**config.mk**
```make
export PLATFORM = sky130hd
export DESIGN_NAME = ntm_vector_multiplier_top
export DESIGN_NICKNAME = d
export VERILOG_FILES = /design/src/source/ntm_arith_pkg.sv /design/src/source/ntm_wb_pkg.sv /design/src/source/ntm_wb_regs.sv /design/src/source/ntm_vector_ctrl_fsm.sv /design/src/source/ntm_index_counter.sv /design/src/source/ntm_scalar_multiplier.sv /design/src/source/ntm_vector_multiplier_top.sv
export SDC_FILE = /design/constraint.sdc
export NUM_CORES = 2
export LEC_CHECK = 0
export ABC_AREA = 1
export BUFFER_PORTS_ARGS = -buffer_cell sky130_fd_sc_hd__buf_2
export CORE_MARGIN = 4
export CORE_UTILIZATION = 31
export DETAILED_ROUTE_END_ITERATION = 16
export PLACE_DENSITY_LB_ADDON = 0.2
export SYNTH_ARGS = -nofsm -noshare
export SYNTH_HDL_FRONTEND = slang
export SYNTH_SLANG_ARGS = --single-unit
```
**constraint.sdc**
```tcl
create_clock -name CLK -period 44.9 [get_ports CLK]
set_input_delay 2.245 -clock CLK [delete_from_list [all_inputs] [get_ports CLK]]
set_output_delay 2.245 -clock CLK [all_outputs]
set_load 0.01 [all_outputs]
```
**src/source/ntm_arith_pkg.sv**
```systemverilog
//////////////////////////////////////////////////
// Vector engine arithmetic package
// Element sizes, operand and configuration bundles
//////////////////////////////////////////////////

`default_nettype none

package ntm_arith_pkg;

  //////////////////////////////////////////////////
  // Sizes
  //////////////////////////////////////////////////

  // Width of one vector element
  localparam int DATA_SIZE = 16;
  // Element index into a buffer
  localparam int INDEX_SIZE = 4;
  // Buffer depth in elements
  localparam int VECTOR_MAX = 16;
  // Length register, holds 0 to VECTOR_MAX
  localparam int SIZE_WIDTH = 5;
  // Multiplier accumulator, room for 2*acc + b below 3*modulo
  localparam int ACC_SIZE = DATA_SIZE + 2;
  // Bit counter of the multiplier
  localparam int STEP_CNT_SIZE = $clog2(DATA_SIZE);

  //////////////////////////////////////////////////
  // Bundles
  //////////////////////////////////////////////////

  // Operands of one scalar multiply
  typedef struct packed {
    logic [DATA_SIZE-1:0] modulo;
    logic [DATA_SIZE-1:0] a;
    logic [DATA_SIZE-1:0] b;
  } mul_op_t;

  // Run configuration from the register block
  typedef struct packed {
    logic [DATA_SIZE-1:0]  modulo;
    logic [SIZE_WIDTH-1:0] size;
  } vec_cfg_t;

endpackage

`default_nettype wire

```
**src/source/ntm_wb_pkg.sv**
```systemverilog
//////////////////////////////////////////////////
// Wishbone package of the vector engine
// Bus bundles, address map, control/status word
//////////////////////////////////////////////////

`default_nettype none

package ntm_wb_pkg;

  // Word address and data widths
  localparam int WB_ADR_SIZE = 6;
  localparam int WB_DATA_SIZE = 32;

  //////////////////////////////////////////////////
  // Address map
  //////////////////////////////////////////////////

  localparam logic [WB_ADR_SIZE-1:0] ADR_CTRL   = 6'h00;
  localparam logic [WB_ADR_SIZE-1:0] ADR_MODULO = 6'h01;
  localparam logic [WB_ADR_SIZE-1:0] ADR_SIZE   = 6'h02;
  // Vector regions, 16 words each
  localparam logic [WB_ADR_SIZE-1:0] ADR_A_BASE = 6'h10;
  localparam logic [WB_ADR_SIZE-1:0] ADR_B_BASE = 6'h20;
  localparam logic [WB_ADR_SIZE-1:0] ADR_R_BASE = 6'h30;

  // Master to slave
  typedef struct packed {
    logic                    cyc;
    logic                    stb;
    logic                    we;
    logic [WB_ADR_SIZE-1:0]  adr;
    logic [WB_DATA_SIZE-1:0] dat;
  } wb_req_t;

  // Slave to master
  typedef struct packed {
    logic                    ack;
    logic [WB_DATA_SIZE-1:0] dat;
  } wb_rsp_t;

  // Control word as written
  typedef struct packed {
    logic [WB_DATA_SIZE-2:0] rsvd;
    logic                    start;
  } ctrl_t;

  // Same word as read back
  typedef struct packed {
    logic [WB_DATA_SIZE-3:0] rsvd;
    logic                    done;
    logic                    busy;
  } status_t;

  typedef union packed {
    ctrl_t   ctrl;
    status_t status;
  } ctrl_word_u;

endpackage

`default_nettype wire

```
**src/source/ntm_wb_regs.sv**
```systemverilog
//////////////////////////////////////////////////
// Wishbone register and buffer block
// Config registers, A/B/result buffers, done flag
// One wait state classic slave
//////////////////////////////////////////////////

`timescale 1ns/1ns
`default_nettype none

module ntm_wb_regs (
  input  wire                                           CLK,
  input  wire                                           RST,
  input  wire ntm_wb_pkg::wb_req_t                      wb_req,
  output ntm_wb_pkg::wb_rsp_t                           wb_rsp,
  output ntm_arith_pkg::vec_cfg_t                       cfg,
  output logic                                          go,
  input  wire                                           busy,
  input  wire                                           finish,
  input  wire logic [ntm_arith_pkg::INDEX_SIZE-1:0]     rd_index,
  output ntm_arith_pkg::mul_op_t                        op,
  input  wire                                           res_we,
  input  wire logic [ntm_arith_pkg::INDEX_SIZE-1:0]     res_index,
  input  wire logic [ntm_arith_pkg::DATA_SIZE-1:0]      res_data
);

  //////////////////////////////////////////////////
  // Storage
  //////////////////////////////////////////////////

  logic [ntm_arith_pkg::DATA_SIZE-1:0]  modulo_q;
  logic [ntm_arith_pkg::SIZE_WIDTH-1:0] size_q;
  logic                                 done_q;
  logic [ntm_arith_pkg::DATA_SIZE-1:0]  a_mem [ntm_arith_pkg::VECTOR_MAX];
  logic [ntm_arith_pkg::DATA_SIZE-1:0]  b_mem [ntm_arith_pkg::VECTOR_MAX];
  logic [ntm_arith_pkg::DATA_SIZE-1:0]  r_mem [ntm_arith_pkg::VECTOR_MAX];

  // Bus decode
  logic                                 access;
  logic                                 wr_ok;
  logic [ntm_wb_pkg::WB_ADR_SIZE-1:0]   base;
  logic [ntm_arith_pkg::INDEX_SIZE-1:0] word;
  logic [ntm_arith_pkg::SIZE_WIDTH-1:0] size_wr;
  ntm_wb_pkg::ctrl_word_u               wr_word;
  ntm_wb_pkg::ctrl_word_u               rd_status;
  logic [ntm_wb_pkg::WB_DATA_SIZE-1:0]  rd_data;

  // New request, ack not yet given
  assign access = wb_req.cyc & wb_req.stb & ~wb_rsp.ack;
  // Config writes locked from go until the run ends
  assign wr_ok = access & wb_req.we & ~busy & ~go;

  // Region base from upper address bits, word within region
  assign base = {wb_req.adr[ntm_wb_pkg::WB_ADR_SIZE-1:ntm_arith_pkg::INDEX_SIZE],
                 {ntm_arith_pkg::INDEX_SIZE{1'b0}}};
  assign word = wb_req.adr[ntm_arith_pkg::INDEX_SIZE-1:0];

  assign wr_word = wb_req.dat;

  // Lengths above buffer depth saturate
  always_comb begin
    if (wb_req.dat > ntm_arith_pkg::VECTOR_MAX)
      size_wr = (ntm_arith_pkg::SIZE_WIDTH)'(ntm_arith_pkg::VECTOR_MAX);
    else
      size_wr = wb_req.dat[ntm_arith_pkg::SIZE_WIDTH-1:0];
  end

  //////////////////////////////////////////////////
  // Host writes
  //////////////////////////////////////////////////

  always_ff @(posedge CLK or posedge RST) begin
    if (RST) begin
      modulo_q <= '0;
      size_q   <= '0;
      for (int i = 0; i < ntm_arith_pkg::VECTOR_MAX; i++) begin
        a_mem[i] <= '0;
        b_mem[i] <= '0;
      end
    end else if (wr_ok) begin
      if (wb_req.adr == ntm_wb_pkg::ADR_MODULO)
        modulo_q <= wb_req.dat[ntm_arith_pkg::DATA_SIZE-1:0];
      if (wb_req.adr == ntm_wb_pkg::ADR_SIZE)
        size_q <= size_wr;
      if (base == ntm_wb_pkg::ADR_A_BASE)
        a_mem[word] <= wb_req.dat[ntm_arith_pkg::DATA_SIZE-1:0];
      if (base == ntm_wb_pkg::ADR_B_BASE)
        b_mem[word] <= wb_req.dat[ntm_arith_pkg::DATA_SIZE-1:0];
    end
  end

  // Result buffer, engine side only
  always_ff @(posedge CLK or posedge RST) begin
    if (RST) begin
      for (int i = 0; i < ntm_arith_pkg::VECTOR_MAX; i++)
        r_mem[i] <= '0;
    end else if (res_we) begin
      r_mem[res_index] <= res_data;
    end
  end

  //////////////////////////////////////////////////
  // Read mux
  //////////////////////////////////////////////////

  always_comb begin
    rd_status               = '0;
    rd_status.status.busy   = busy;
    rd_status.status.done   = done_q;
    rd_data                 = '0;
    case (base)
      ntm_wb_pkg::ADR_A_BASE: rd_data[ntm_arith_pkg::DATA_SIZE-1:0] = a_mem[word];
      ntm_wb_pkg::ADR_B_BASE: rd_data[ntm_arith_pkg::DATA_SIZE-1:0] = b_mem[word];
      ntm_wb_pkg::ADR_R_BASE: rd_data[ntm_arith_pkg::DATA_SIZE-1:0] = r_mem[word];
      default: begin
        // Control region, unmapped words read zero
        if (wb_req.adr == ntm_wb_pkg::ADR_CTRL)
          rd_data = rd_status;
        else if (wb_req.adr == ntm_wb_pkg::ADR_MODULO)
          rd_data[ntm_arith_pkg::DATA_SIZE-1:0] = modulo_q;
        else if (wb_req.adr == ntm_wb_pkg::ADR_SIZE)
          rd_data[ntm_arith_pkg::SIZE_WIDTH-1:0] = size_q;
      end
    endcase
  end

  //////////////////////////////////////////////////
  // Handshake, start and done
  //////////////////////////////////////////////////

  always_ff @(posedge CLK or posedge RST) begin
    if (RST) begin
      wb_rsp <= '0;
      go     <= 1'b0;
      done_q <= 1'b0;
    end else begin
      wb_rsp.ack <= access;
      if (access)
        wb_rsp.dat <= rd_data;
      // Start with empty vector is dropped
      go <= wr_ok & (wb_req.adr == ntm_wb_pkg::ADR_CTRL) & wr_word.ctrl.start
            & (size_q != '0);
      if (go)
        done_q <= 1'b0;
      else if (finish)
        done_q <= 1'b1;
    end
  end

  // Engine view of config and operands
  assign cfg = '{modulo: modulo_q, size: size_q};
  assign op  = '{modulo: modulo_q, a: a_mem[rd_index], b: b_mem[rd_index]};

endmodule

`default_nettype wire

```
**src/source/ntm_vector_ctrl_fsm.sv**
```systemverilog
//////////////////////////////////////////////////
// Vector control FSM
// Walks the elements, runs one multiply per element
//////////////////////////////////////////////////

`timescale 1ns/1ns
`default_nettype none

module ntm_vector_ctrl_fsm (
  input  wire                                       CLK,
  input  wire                                       RST,
  input  wire                                       go,
  output logic                                      busy,
  output logic                                      finish,
  input  wire ntm_arith_pkg::mul_op_t               op,
  output logic [ntm_arith_pkg::INDEX_SIZE-1:0]      rd_index,
  output logic                                      res_we,
  output logic [ntm_arith_pkg::INDEX_SIZE-1:0]      res_index,
  output logic [ntm_arith_pkg::DATA_SIZE-1:0]       res_data,
  output logic                                      cnt_clear,
  output logic                                      cnt_step,
  input  wire logic [ntm_arith_pkg::INDEX_SIZE-1:0] index,
  input  wire                                       last,
  output logic                                      mul_start,
  output ntm_arith_pkg::mul_op_t                    mul_op,
  input  wire                                       mul_done,
  input  wire logic [ntm_arith_pkg::DATA_SIZE-1:0]  mul_result
);

  typedef enum logic [2:0] {
    IDLE,
    LOAD,
    START,
    WAIT,
    STORE
  } state_t;

  state_t state;

  //////////////////////////////////////////////////
  // Sequencer
  //////////////////////////////////////////////////

  always_ff @(posedge CLK or posedge RST) begin
    if (RST) begin
      state    <= IDLE;
      busy     <= 1'b0;
      finish   <= 1'b0;
      mul_op   <= '0;
      res_data <= '0;
    end else begin
      finish <= 1'b0;
      case (state)
        IDLE: begin
          if (go) begin
            busy  <= 1'b1;
            state <= LOAD;
          end
        end
        LOAD: begin
          // Operands at current index
          mul_op <= op;
          state  <= START;
        end
        START: begin
          state <= WAIT;
        end
        WAIT: begin
          if (mul_done) begin
            res_data <= mul_result;
            state    <= STORE;
          end
        end
        STORE: begin
          // Last element ends the run
          if (last) begin
            busy   <= 1'b0;
            finish <= 1'b1;
            state  <= IDLE;
          end else begin
            state <= LOAD;
          end
        end
        default: state <= IDLE;
      endcase
    end
  end

  // Counter control
  assign cnt_clear = (state == IDLE) & go;
  assign cnt_step  = (state == STORE) & ~last;

  // Multiplier launch, one cycle
  assign mul_start = (state == START);

  // Buffer access at running index
  assign rd_index  = index;
  assign res_index = index;
  assign res_we    = (state == STORE);

endmodule

`default_nettype wire

```
**src/source/ntm_index_counter.sv**
```systemverilog
//////////////////////////////////////////////////
// Element index counter
// Flags the last element of the configured size
//////////////////////////////////////////////////

`timescale 1ns/1ns
`default_nettype none

module ntm_index_counter (
  input  wire                                       CLK,
  input  wire                                       RST,
  input  wire                                       clear,
  input  wire                                       step,
  input  wire logic [ntm_arith_pkg::SIZE_WIDTH-1:0] size,
  output logic [ntm_arith_pkg::INDEX_SIZE-1:0]      index,
  output logic                                      last
);

  // Clear wins over step
  always_ff @(posedge CLK or posedge RST) begin
    if (RST)
      index <= '0;
    else if (clear)
      index <= '0;
    else if (step)
      index <= index + 1'b1;
  end

  // Last when index reaches size-1
  assign last = ({1'b0, index} == (size - 1'b1));

endmodule

`default_nettype wire

```
**src/source/ntm_scalar_multiplier.sv**
```systemverilog
//////////////////////////////////////////////////
// Scalar modular multiplier
// Bit-serial shift-add, MSB first, two trial
// subtractions per step, done 17 cycles after start
//////////////////////////////////////////////////

`timescale 1ns/1ns
`default_nettype none

module ntm_scalar_multiplier (
  input  wire                                  CLK,
  input  wire                                  RST,
  input  wire                                  start,
  input  wire ntm_arith_pkg::mul_op_t          op,
  output logic                                 done,
  output logic [ntm_arith_pkg::DATA_SIZE-1:0]  result
);

  //////////////////////////////////////////////////
  // Datapath
  //////////////////////////////////////////////////

  // Accumulator and latched operands, accumulator width
  logic [ntm_arith_pkg::ACC_SIZE-1:0]      acc;
  logic [ntm_arith_pkg::ACC_SIZE-1:0]      b_q;
  logic [ntm_arith_pkg::ACC_SIZE-1:0]      mod_q;
  // Multiplier bits, MSB consumed first
  logic [ntm_arith_pkg::DATA_SIZE-1:0]     a_sh;
  logic [ntm_arith_pkg::STEP_CNT_SIZE-1:0] bit_cnt;
  logic                                    running;

  // One step of the recurrence
  logic [ntm_arith_pkg::ACC_SIZE-1:0]      sum;
  logic [ntm_arith_pkg::ACC_SIZE-1:0]      red1;
  logic [ntm_arith_pkg::ACC_SIZE-1:0]      red2;

  always_comb begin
    // acc < m, so 2*acc + b < 3*m
    sum = {acc[ntm_arith_pkg::ACC_SIZE-2:0], 1'b0};
    if (a_sh[ntm_arith_pkg::DATA_SIZE-1])
      sum = sum + b_q;
    // Back below m in at most two subtractions
    red1 = (sum >= mod_q) ? sum - mod_q : sum;
    red2 = (red1 >= mod_q) ? red1 - mod_q : red1;
  end

  //////////////////////////////////////////////////
  // Control
  //////////////////////////////////////////////////

  always_ff @(posedge CLK or posedge RST) begin
    if (RST) begin
      running <= 1'b0;
      done    <= 1'b0;
      bit_cnt <= '0;
      acc     <= '0;
      a_sh    <= '0;
      b_q     <= '0;
      mod_q   <= '0;
    end else begin
      done <= 1'b0;
      if (start) begin
        // Latch operands, 16 steps follow
        running <= 1'b1;
        bit_cnt <= '1;
        acc     <= '0;
        a_sh    <= op.a;
        b_q     <= {2'b00, op.b};
        mod_q   <= {2'b00, op.modulo};
      end else if (running) begin
        acc     <= red2;
        a_sh    <= {a_sh[ntm_arith_pkg::DATA_SIZE-2:0], 1'b0};
        bit_cnt <= bit_cnt - 1'b1;
        // Final step, result valid next cycle
        if (bit_cnt == '0) begin
          running <= 1'b0;
          done    <= 1'b1;
        end
      end
    end
  end

  // Held until next start
  assign result = acc[ntm_arith_pkg::DATA_SIZE-1:0];

endmodule

`default_nettype wire

```
**src/source/ntm_vector_multiplier_top.sv**
```systemverilog
//////////////////////////////////////////////////
// Modular vector multiplier top
// Bus block, control FSM, counter, multiplier
//////////////////////////////////////////////////

`timescale 1ns/1ns
`default_nettype none

module ntm_vector_multiplier_top (
  input  wire                      CLK,
  input  wire                      RST,
  input  wire ntm_wb_pkg::wb_req_t wb_req,
  output ntm_wb_pkg::wb_rsp_t      wb_rsp
);

  // Register block to engine
  ntm_arith_pkg::vec_cfg_t                 cfg;
  ntm_arith_pkg::mul_op_t                  op;
  logic                                    go;
  logic                                    busy;
  logic                                    finish;
  // Buffer access
  logic [ntm_arith_pkg::INDEX_SIZE-1:0]    rd_index;
  logic                                    res_we;
  logic [ntm_arith_pkg::INDEX_SIZE-1:0]    res_index;
  logic [ntm_arith_pkg::DATA_SIZE-1:0]     res_data;
  // Counter
  logic                                    cnt_clear;
  logic                                    cnt_step;
  logic [ntm_arith_pkg::INDEX_SIZE-1:0]    index;
  logic                                    last;
  // Multiplier
  logic                                    mul_start;
  ntm_arith_pkg::mul_op_t                  mul_op;
  logic                                    mul_done;
  logic [ntm_arith_pkg::DATA_SIZE-1:0]     mul_result;

  ntm_wb_regs u_regs (
    .CLK       (CLK),
    .RST       (RST),
    .wb_req    (wb_req),
    .wb_rsp    (wb_rsp),
    .cfg       (cfg),
    .go        (go),
    .busy      (busy),
    .finish    (finish),
    .rd_index  (rd_index),
    .op        (op),
    .res_we    (res_we),
    .res_index (res_index),
    .res_data  (res_data)
  );

  ntm_vector_ctrl_fsm u_fsm (
    .CLK        (CLK),
    .RST        (RST),
    .go         (go),
    .busy       (busy),
    .finish     (finish),
    .op         (op),
    .rd_index   (rd_index),
    .res_we     (res_we),
    .res_index  (res_index),
    .res_data   (res_data),
    .cnt_clear  (cnt_clear),
    .cnt_step   (cnt_step),
    .index      (index),
    .last       (last),
    .mul_start  (mul_start),
    .mul_op     (mul_op),
    .mul_done   (mul_done),
    .mul_result (mul_result)
  );

  // Size only, modulo travels with the operands
  ntm_index_counter u_counter (
    .CLK   (CLK),
    .RST   (RST),
    .clear (cnt_clear),
    .step  (cnt_step),
    .size  (cfg.size),
    .index (index),
    .last  (last)
  );

  ntm_scalar_multiplier u_mul (
    .CLK    (CLK),
    .RST    (RST),
    .start  (mul_start),
    .op     (mul_op),
    .done   (mul_done),
    .result (mul_result)
  );

endmodule

`default_nettype wire

```
# Yosys cells after proc, flatten, opt, wreduce, memory -nomap -nowiden
# Cells that the tools add are included.
[totals] regBits=952 output_inout_bits=33 in_bits=43 word_cells=184
[classes] n_bitwise=16 muxes=56 addsub=6 magnitude_cmp=7 reduce_logical=17 eq_ne=13
[op_table] op="$bwmux W256" count=3
[op_table] op="$bmux W16 S4" count=5
[op_table] op="$mux W16" count=15
[op_table] op="$demux W16 S4" count=2
[op_table] op="$mux W17" count=3
[op_table] op="$pmux W16 S3" count=1
[op_table] op="$ge A18 B16 Y1" count=2
[op_table] op="$mux W18" count=2
[op_table] op="$gt A32 B5 Y1 const B" count=1
[op_table] op="$add A18 B16 Y18" count=1
[op_table] op="$sub A18 B16 Y18" count=1
[op_table] op="$sub A17 B16 Y17" count=1
[op_table] op="$mux W4" count=4
[op_table] op="$mux W5" count=3
[op_table] op="$pmux W3 S5" count=1
[op_table] op="$mux W1" count=13
[op_table] op="$reduce_and A2 Y1" count=6
[op_table] op="$mux W11" count=1
[op_table] op="$and A1 B1 Y1" count=10
[op_table] op="$ge A5 B5 Y1 const B" count=2
[op_table] op="$lt A5 B1 Y1 const B" count=2
[op_table] op="$not A4 Y5" count=2
[op_table] op="$reduce_bool A2 Y1" count=4
[op_table] op="$eq A3 B2 Y1 const B" count=2
[op_table] op="other kinds (21)" count=28

# Longest topological paths before layout
[logic_depth] ltp_word=8 mapped_depth=41 depth_no_buf=40

# Cells and area by module
# From an unflattened synthesis, not the netlist that was laid out.
[hier_totals] cells_unflattened=7071 area_unflattened_um2=51406.8
[modules_own_cells] mod="ntm_wb_regs" n_inst=1 cells_each=5831 seq_area_each_um2=20219.4 area_each_um2=42231.8
[modules_own_cells] mod="ntm_scalar_multiplier" n_inst=1 cells_each=861 seq_area_each_um2=1776.7 area_each_um2=5967.0
[modules_own_cells] mod="ntm_vector_ctrl_fsm" n_inst=1 cells_each=317 seq_area_each_um2=1726.7 area_each_um2=2825.2
[modules_own_cells] mod="ntm_index_counter" n_inst=1 cells_each=62 seq_area_each_um2=100.1 area_each_um2=382.9

# Worst setup path before layout
# OpenSTA, ideal clock, no wires.
[synth_timing] kind="flip-flop to flip-flop" from="register u_mul.acc[0] in the netlist's numbering" to="register u_mul.acc[11] in the netlist's numbering" t_required_ps=44783 path_stages_with_launch=39 setup_time_ps=117 arrival_time_ps=4949 n_path_buf=2 synth_period_minus_slack_ps=5066 path_slack_ps=39834 path_cell_list="dfrtp_1 -> ha_1 -> inv_1 -> fa_1 -> inv_1 -> nand2_1 -> nand2_1 -> nand3_1 -> nand2_2 -> a21oi_1 -> xnor2_1 -> nand2_1 -> o21ai_0 -> ha_1 -> nand2_1 -> nor2_1 -> and3_1 -> nand2_1 -> (+3 left out) -> inv_1 -> nand2_2 -> buf_2 -> nand2_1 -> o21ai_1 -> inv_1 -> ha_1 -> a21oi_1 -> nand2_1 -> a21oi_2 -> o21ai_1 -> a31oi_1 -> nand2_1 -> nor2_8 -> buf_2 -> nand3_1 -> nand3_1 -> nand2_1"
[synth_between] elab_chain_len=8 word_cells_on_any_way=10 classes_between="3 x add/sub; 2 x order compare; 5 x mux"
[synth_lines] element="start: declaration" line_no="ntm_scalar_multiplier.sv:24" text="logic [ntm_arith_pkg::ACC_SIZE-1:0] acc;"
[synth_lines] element="start signal: assignment" line_no="ntm_scalar_multiplier.sv:71" text="acc <= red2;"
[synth_lines] element="$add A18 B16 Y18" line_no="ntm_scalar_multiplier.sv:41" text="sum = sum + b_q;"
[synth_lines] element="$mux W18 *" line_no="ntm_scalar_multiplier.sv:40" text="if (a_sh[ntm_arith_pkg::DATA_SIZE-1])"
[synth_lines] element="$sub A18 B16 Y18 / $ge A18 B16 Y1 (equally long branches)" line_no="ntm_scalar_multiplier.sv:43" text="red1 = (sum >= mod_q) ? sum - mod_q : sum;"
[synth_lines] element="$mux W18 *" line_no="ntm_scalar_multiplier.sv:43"
[synth_lines] element="$sub A17 B16 Y17 / $ge A18 B16 Y1 (equally long branches)" line_no="ntm_scalar_multiplier.sv:44" text="red2 = (red1 >= mod_q) ? red1 - mod_q : red1;"
[synth_lines] element="$mux W17 *" line_no="ntm_scalar_multiplier.sv:44"
[synth_lines] element="$mux W17 *" line_no="ntm_scalar_multiplier.sv:70" text="end else if (running) begin"
[synth_lines] element="$mux W17 *" line_no="ntm_scalar_multiplier.sv:62" text="if (start) begin"
# Mark *: on every way between the ends. The rest lies on a longest branch, timed or not. The select of a mux whose other input is x is not followed.
# A chain may end at the register's enable or synchronous reset.

==> results.md <==
- **clock share of power** 30.0%
- **number of cell instances on the worst register-to-register path** 34
- **outcome** complete, no violations
- **Chip Height** 401.4 microns
- **aggregate routed wire length** 191400 microns
- **setup slack of the worst register-to-register path** 38.76 ns
- **cell internal power dissipation** 1.841 mW
- **class of the tightest hold or removal check** reg -> reg
- **remaining routing DRC violations** 0
- **share of synthesized area spent on multiplexers** 0%
- **average footprint of a synthesized cell** 7.947 sq um
- **startpoint of the worst setup timing path** RST
- **vias in the first global route** 41870
- **clock root buffer** clkbuf_16
- **setup skew after layout** 0.03725 ns
- **compound-gate portion of the synthesized area** 22.40%
- **via count** 43800
- **area fraction of the dominant cell type after synthesis** 49.65%
- **Post-Synth Adder-Cell Area** 1.533%
- **nets@finish** 5928
- **number of DRC markers in iteration 0** 5069
- **DR vias/cell** 5.503
- **starting density of the core** 31.18%
- **flip-flop and latch count after synthesis** 952
- **Clk Latency, worst-skew pair** 0.75 ns
- **area inside the core boundary** 0.1539 sq mm
- **clock input transition at the sequential cells of the worst setup and hold paths** 0.07 ns
- **Reg-to-Reg Start** u_mul.acc[1]
- **number of setup buffers added after CTS** 0
- **slack of the critical path** 38.59 ns
- **capture point of the worst reg-to-reg path** u_mul.acc[13]
- **count of final hold-check violations** 0
- **shortest period the worst path allows** 6.311 ns
- **HPWL after DPL** 112800 microns
- **count of different cell masters after synthesis** 55
- **number of cells upsized or downsized after cts** 0
- **final weighted congestion in routability-driven placement** 0.8614
- **count of hold-fix buffers inserted at cts** 0
- **number of antenna-violating nets in the routed design** 0
- **CTS H-tree depth** 3
- **biggest area consumer among synthesized cells** dfrtp_1
- **Setup crit end kind** asynchronous set/reset pin
- **cell area after technology mapping** 0.04798 sq mm
- **largest net degree at the start of global routing** 124
- **global-route wire length before repair** 284100 microns
- **Buffers on Ports** 59
- **power density over the cells** 56.53 mW/mm^2
- **area of combinational cells with multiple inputs** 0.02116 sq mm
- **clock tree from TritonCTS** yes
- **area share of and/or/nand/nor cells after synthesis** 19.06%
- **Psw** 1.183 mW
- **Die X-Extent** 401.4 microns
- **arrival time of the worst setup path** 7.06 ns
- **Final TNS setup** 0 ns
- **residual overflow from global routing** 0
- **Max clock buf depth** 3
- **synthesized instance count** 6038
- **count of final setup violators** 0
- **unrepaired setup endpoints after global routing** no
- **startpoint kind of the worst setup timing path** input port
- **top post-synthesis cells by area** dfrtp_1, o21ai_0, nand2_1
- **number of buffers added by the clock tree synthesis step** 108
- **area used by sequential logic in the layout** 0.02383 sq mm
- **biggest fanout along the worst timing path** 103
- **switching share of power** 39.13%
- **number of sinks driven by the clock tree** 952
- **classification of the worst setup path** in -> async
- **relative slew slack** 16.76%
- **leakage power figure** 22.79 nW
- **die area** 0.1611 sq mm
- **part of the total power dissipated in combinational logic** 36.6%
- **combinational family with the most area after synthesis** compound AO/OA/AOI/OAI gates
- **number of max-slew violations in the final report** 0
- **total of fill cells in the finished design** 16110
- **crit share post-route** 14.05%
- **synth warn** 0
- **Highest Clock Rate** 0.1585 GHz
- **maxcap violations** 0
- **portion of total power attributed to sequential cells** 33.4%
- **wire per inst** 24.06 microns
- **gr usage total** 23.09%
- **count of TritonRoute iterations in the first routing pass** 7
- **xor and xnor fraction of the mapped netlist area** 0.7119%
- **fraction of final layout cells sized beyond drive strength 1** 6.885%
- **I/O Pins** 76
- **area growth from synthesis to layout** 11.48%
- **Row Count** 144
- **Max rail drop VDD** 0.04965 mV
- **antenna violations before repair** 10
- **pre-CTS setup slack** 37.53 ns
- **dominant synthesized flop cell** dfrtp_1
- **data required time at the worst endpoint** 45.65 ns
- **share of flip-flops with an asynchronous set or reset** 100.0%
- **capture point of the worst path** u_regs.a_mem[72]
- **Post-synth EDFFs** 0
- **transition time of the tightest slew-check pin** 1.237 ns
- **sequential cell area fraction in the yosys report** 49.65%
cells by family after synthesis:
group / count (synthesis)
xor gates and xnor gates: 39
DFF: 952
AOI/OAI and AO/OA: 1947
other: 1
buffers and inverters: 817
and+or+nand+nor: 2225
adders and majority gates: 57
routing by layer:
| layer | routed length [microns] | track usage, % | part of all wire, % |
|---|---|---|---|
| met5 | 21 | 0 | 0.011 |
| met4 | 6582 | 7.517 | 3.4 |
| met3 | 13430 | 3.874 | 7.0 |
| met2 | 87050 | 36.69 | 45 |
| met1 | 84370 | 32.04 | 44 |
worst min-delay path by stage:
stage,from,to,slack (ns),cells past startpoint
after detailed placement,u_regs.go,u_regs.done_q,0.46,1
after floorplan,u_regs.go,u_regs.done_q,0.42,1
after CTS,u_regs.go,u_regs.done_q,0.46,1
after global placement,u_regs.go,u_regs.done_q,0.45,1
final,u_regs.go,u_regs.done_q,0.46,1
after global routing,u_regs.go,u_regs.done_q,0.49,1
worst max-delay path, stage by stage:
cell,delay [ns]
buf_2,0.14
inv_8,0.49
buf_4,0.79
buf_4,0.83
buf_4,0.67
buf_4,0.84
buf_4,0.85
synthesized netlist by cell type (2+ instances only):
library cell,n
nand4_1,17
o211ai_1,47
nor3_1,18
fa_1,3
a21o_1,4
a2111oi_0,5
o21ai_2,2
inv_1,304
a41oi_1,40
inv_2,2
nand3_1,448
clkbuf_1,407
o21ai_1,19
buf_1,46
buf_2,33
a221oi_1,3
nand3_2,2
o22ai_1,59
ha_1,54
a22o_1,10
o31ai_1,5
nor2_4,3
or2_1,2
nor4_1,13
o21bai_1,4
or2_2,10
a211oi_1,5
nor2_2,4
nor2_1,268
o221ai_1,2
xnor2_1,21
a21oi_1,223
buf_4,19
a22oi_1,171
o21a_1,3
xor2_1,18
o21ai_0,1278
a31oi_1,59
nand2_2,6
a21boi_0,4
nand2_1,1427
o311ai_0,2
clkinv_1,5
dfrtp_1,952
sequential cells by signal (all words and copies together) (netlist names), 5 cells and up:
name             cells
u_mul.acc           17
u_regs.size_q        5
u_mul.a_sh          16
u_regs.modulo_q     16
u_mul.mod_q         16
u_fsm.mul_op        48
u_fsm.res_data      16
u_regs.wb_rsp       17
u_regs.a_mem       256
u_regs.b_mem       256
u_mul.b_q           16
u_regs.r_mem       256
power by group through the flow:
stage,Clock (mW),Combinational [mW],Sequential [mW]
after CTS,0.923,1.10,1.01
after floorplan,0,0.839,0.985
after detailed placement,0,1.09,1.02
after global routing,0.959,1.25,1.02
after global placement,0,1.09,1.02
final,0.908,1.11,1.01
layout make-up:
type | count | share of cell area [%]
flip-flops and latches | 952 | 44.55
clock inverters | 34 | 0.8163
clock buffers | 159 | 5.882
inverters | 311 | 2.224
multi-input cells | 4284 | 39.55
diodes | 3 | 0.01403
repair buffers | 171 | 2.182
well taps | 2044 | 4.781
cells in the final DEF, fill, tap and decap left out, types with 17 or more instances in the layout:
cell type and count:
clkbuf_8 22, xnor2_1 21, a21oi_1 223, clkbuf_16 110, a31oi_1 59, xor2_1 18, nor2_1 259, a22oi_1 171
o21ai_0 1278, nand3_1 448, clkinv_2 18, dfrtp_1 950, clkbuf_1 28, o21ai_1 19, nor3_1 18, nand4_1 17
ha_1 54, nand2_1 1402, a41oi_1 40, o22ai_1 59, o211ai_1 47, nand2_2 30, buf_2 57, inv_1 300
buf_4 111
stage by stage:
step	cells	power [mW]	instance area, sq um	utilization [%]	hold WS, ns
6_report	7958	3.024	53490	34.77	0.4591
5_1_grt	7955	3.222	53490	34.76	0.4892
4_1_cts	7955	3.030	53490	34.76	0.4610
3_5_place_dp	7762	2.111	49900	32.43	0.4604
3_3_place_gp	7762	2.108	49900	32.43	0.4495
2_1_floorplan	6053	1.823	48040	-	0.4244
No activity file was read; power rests on OpenSTA's default activity.
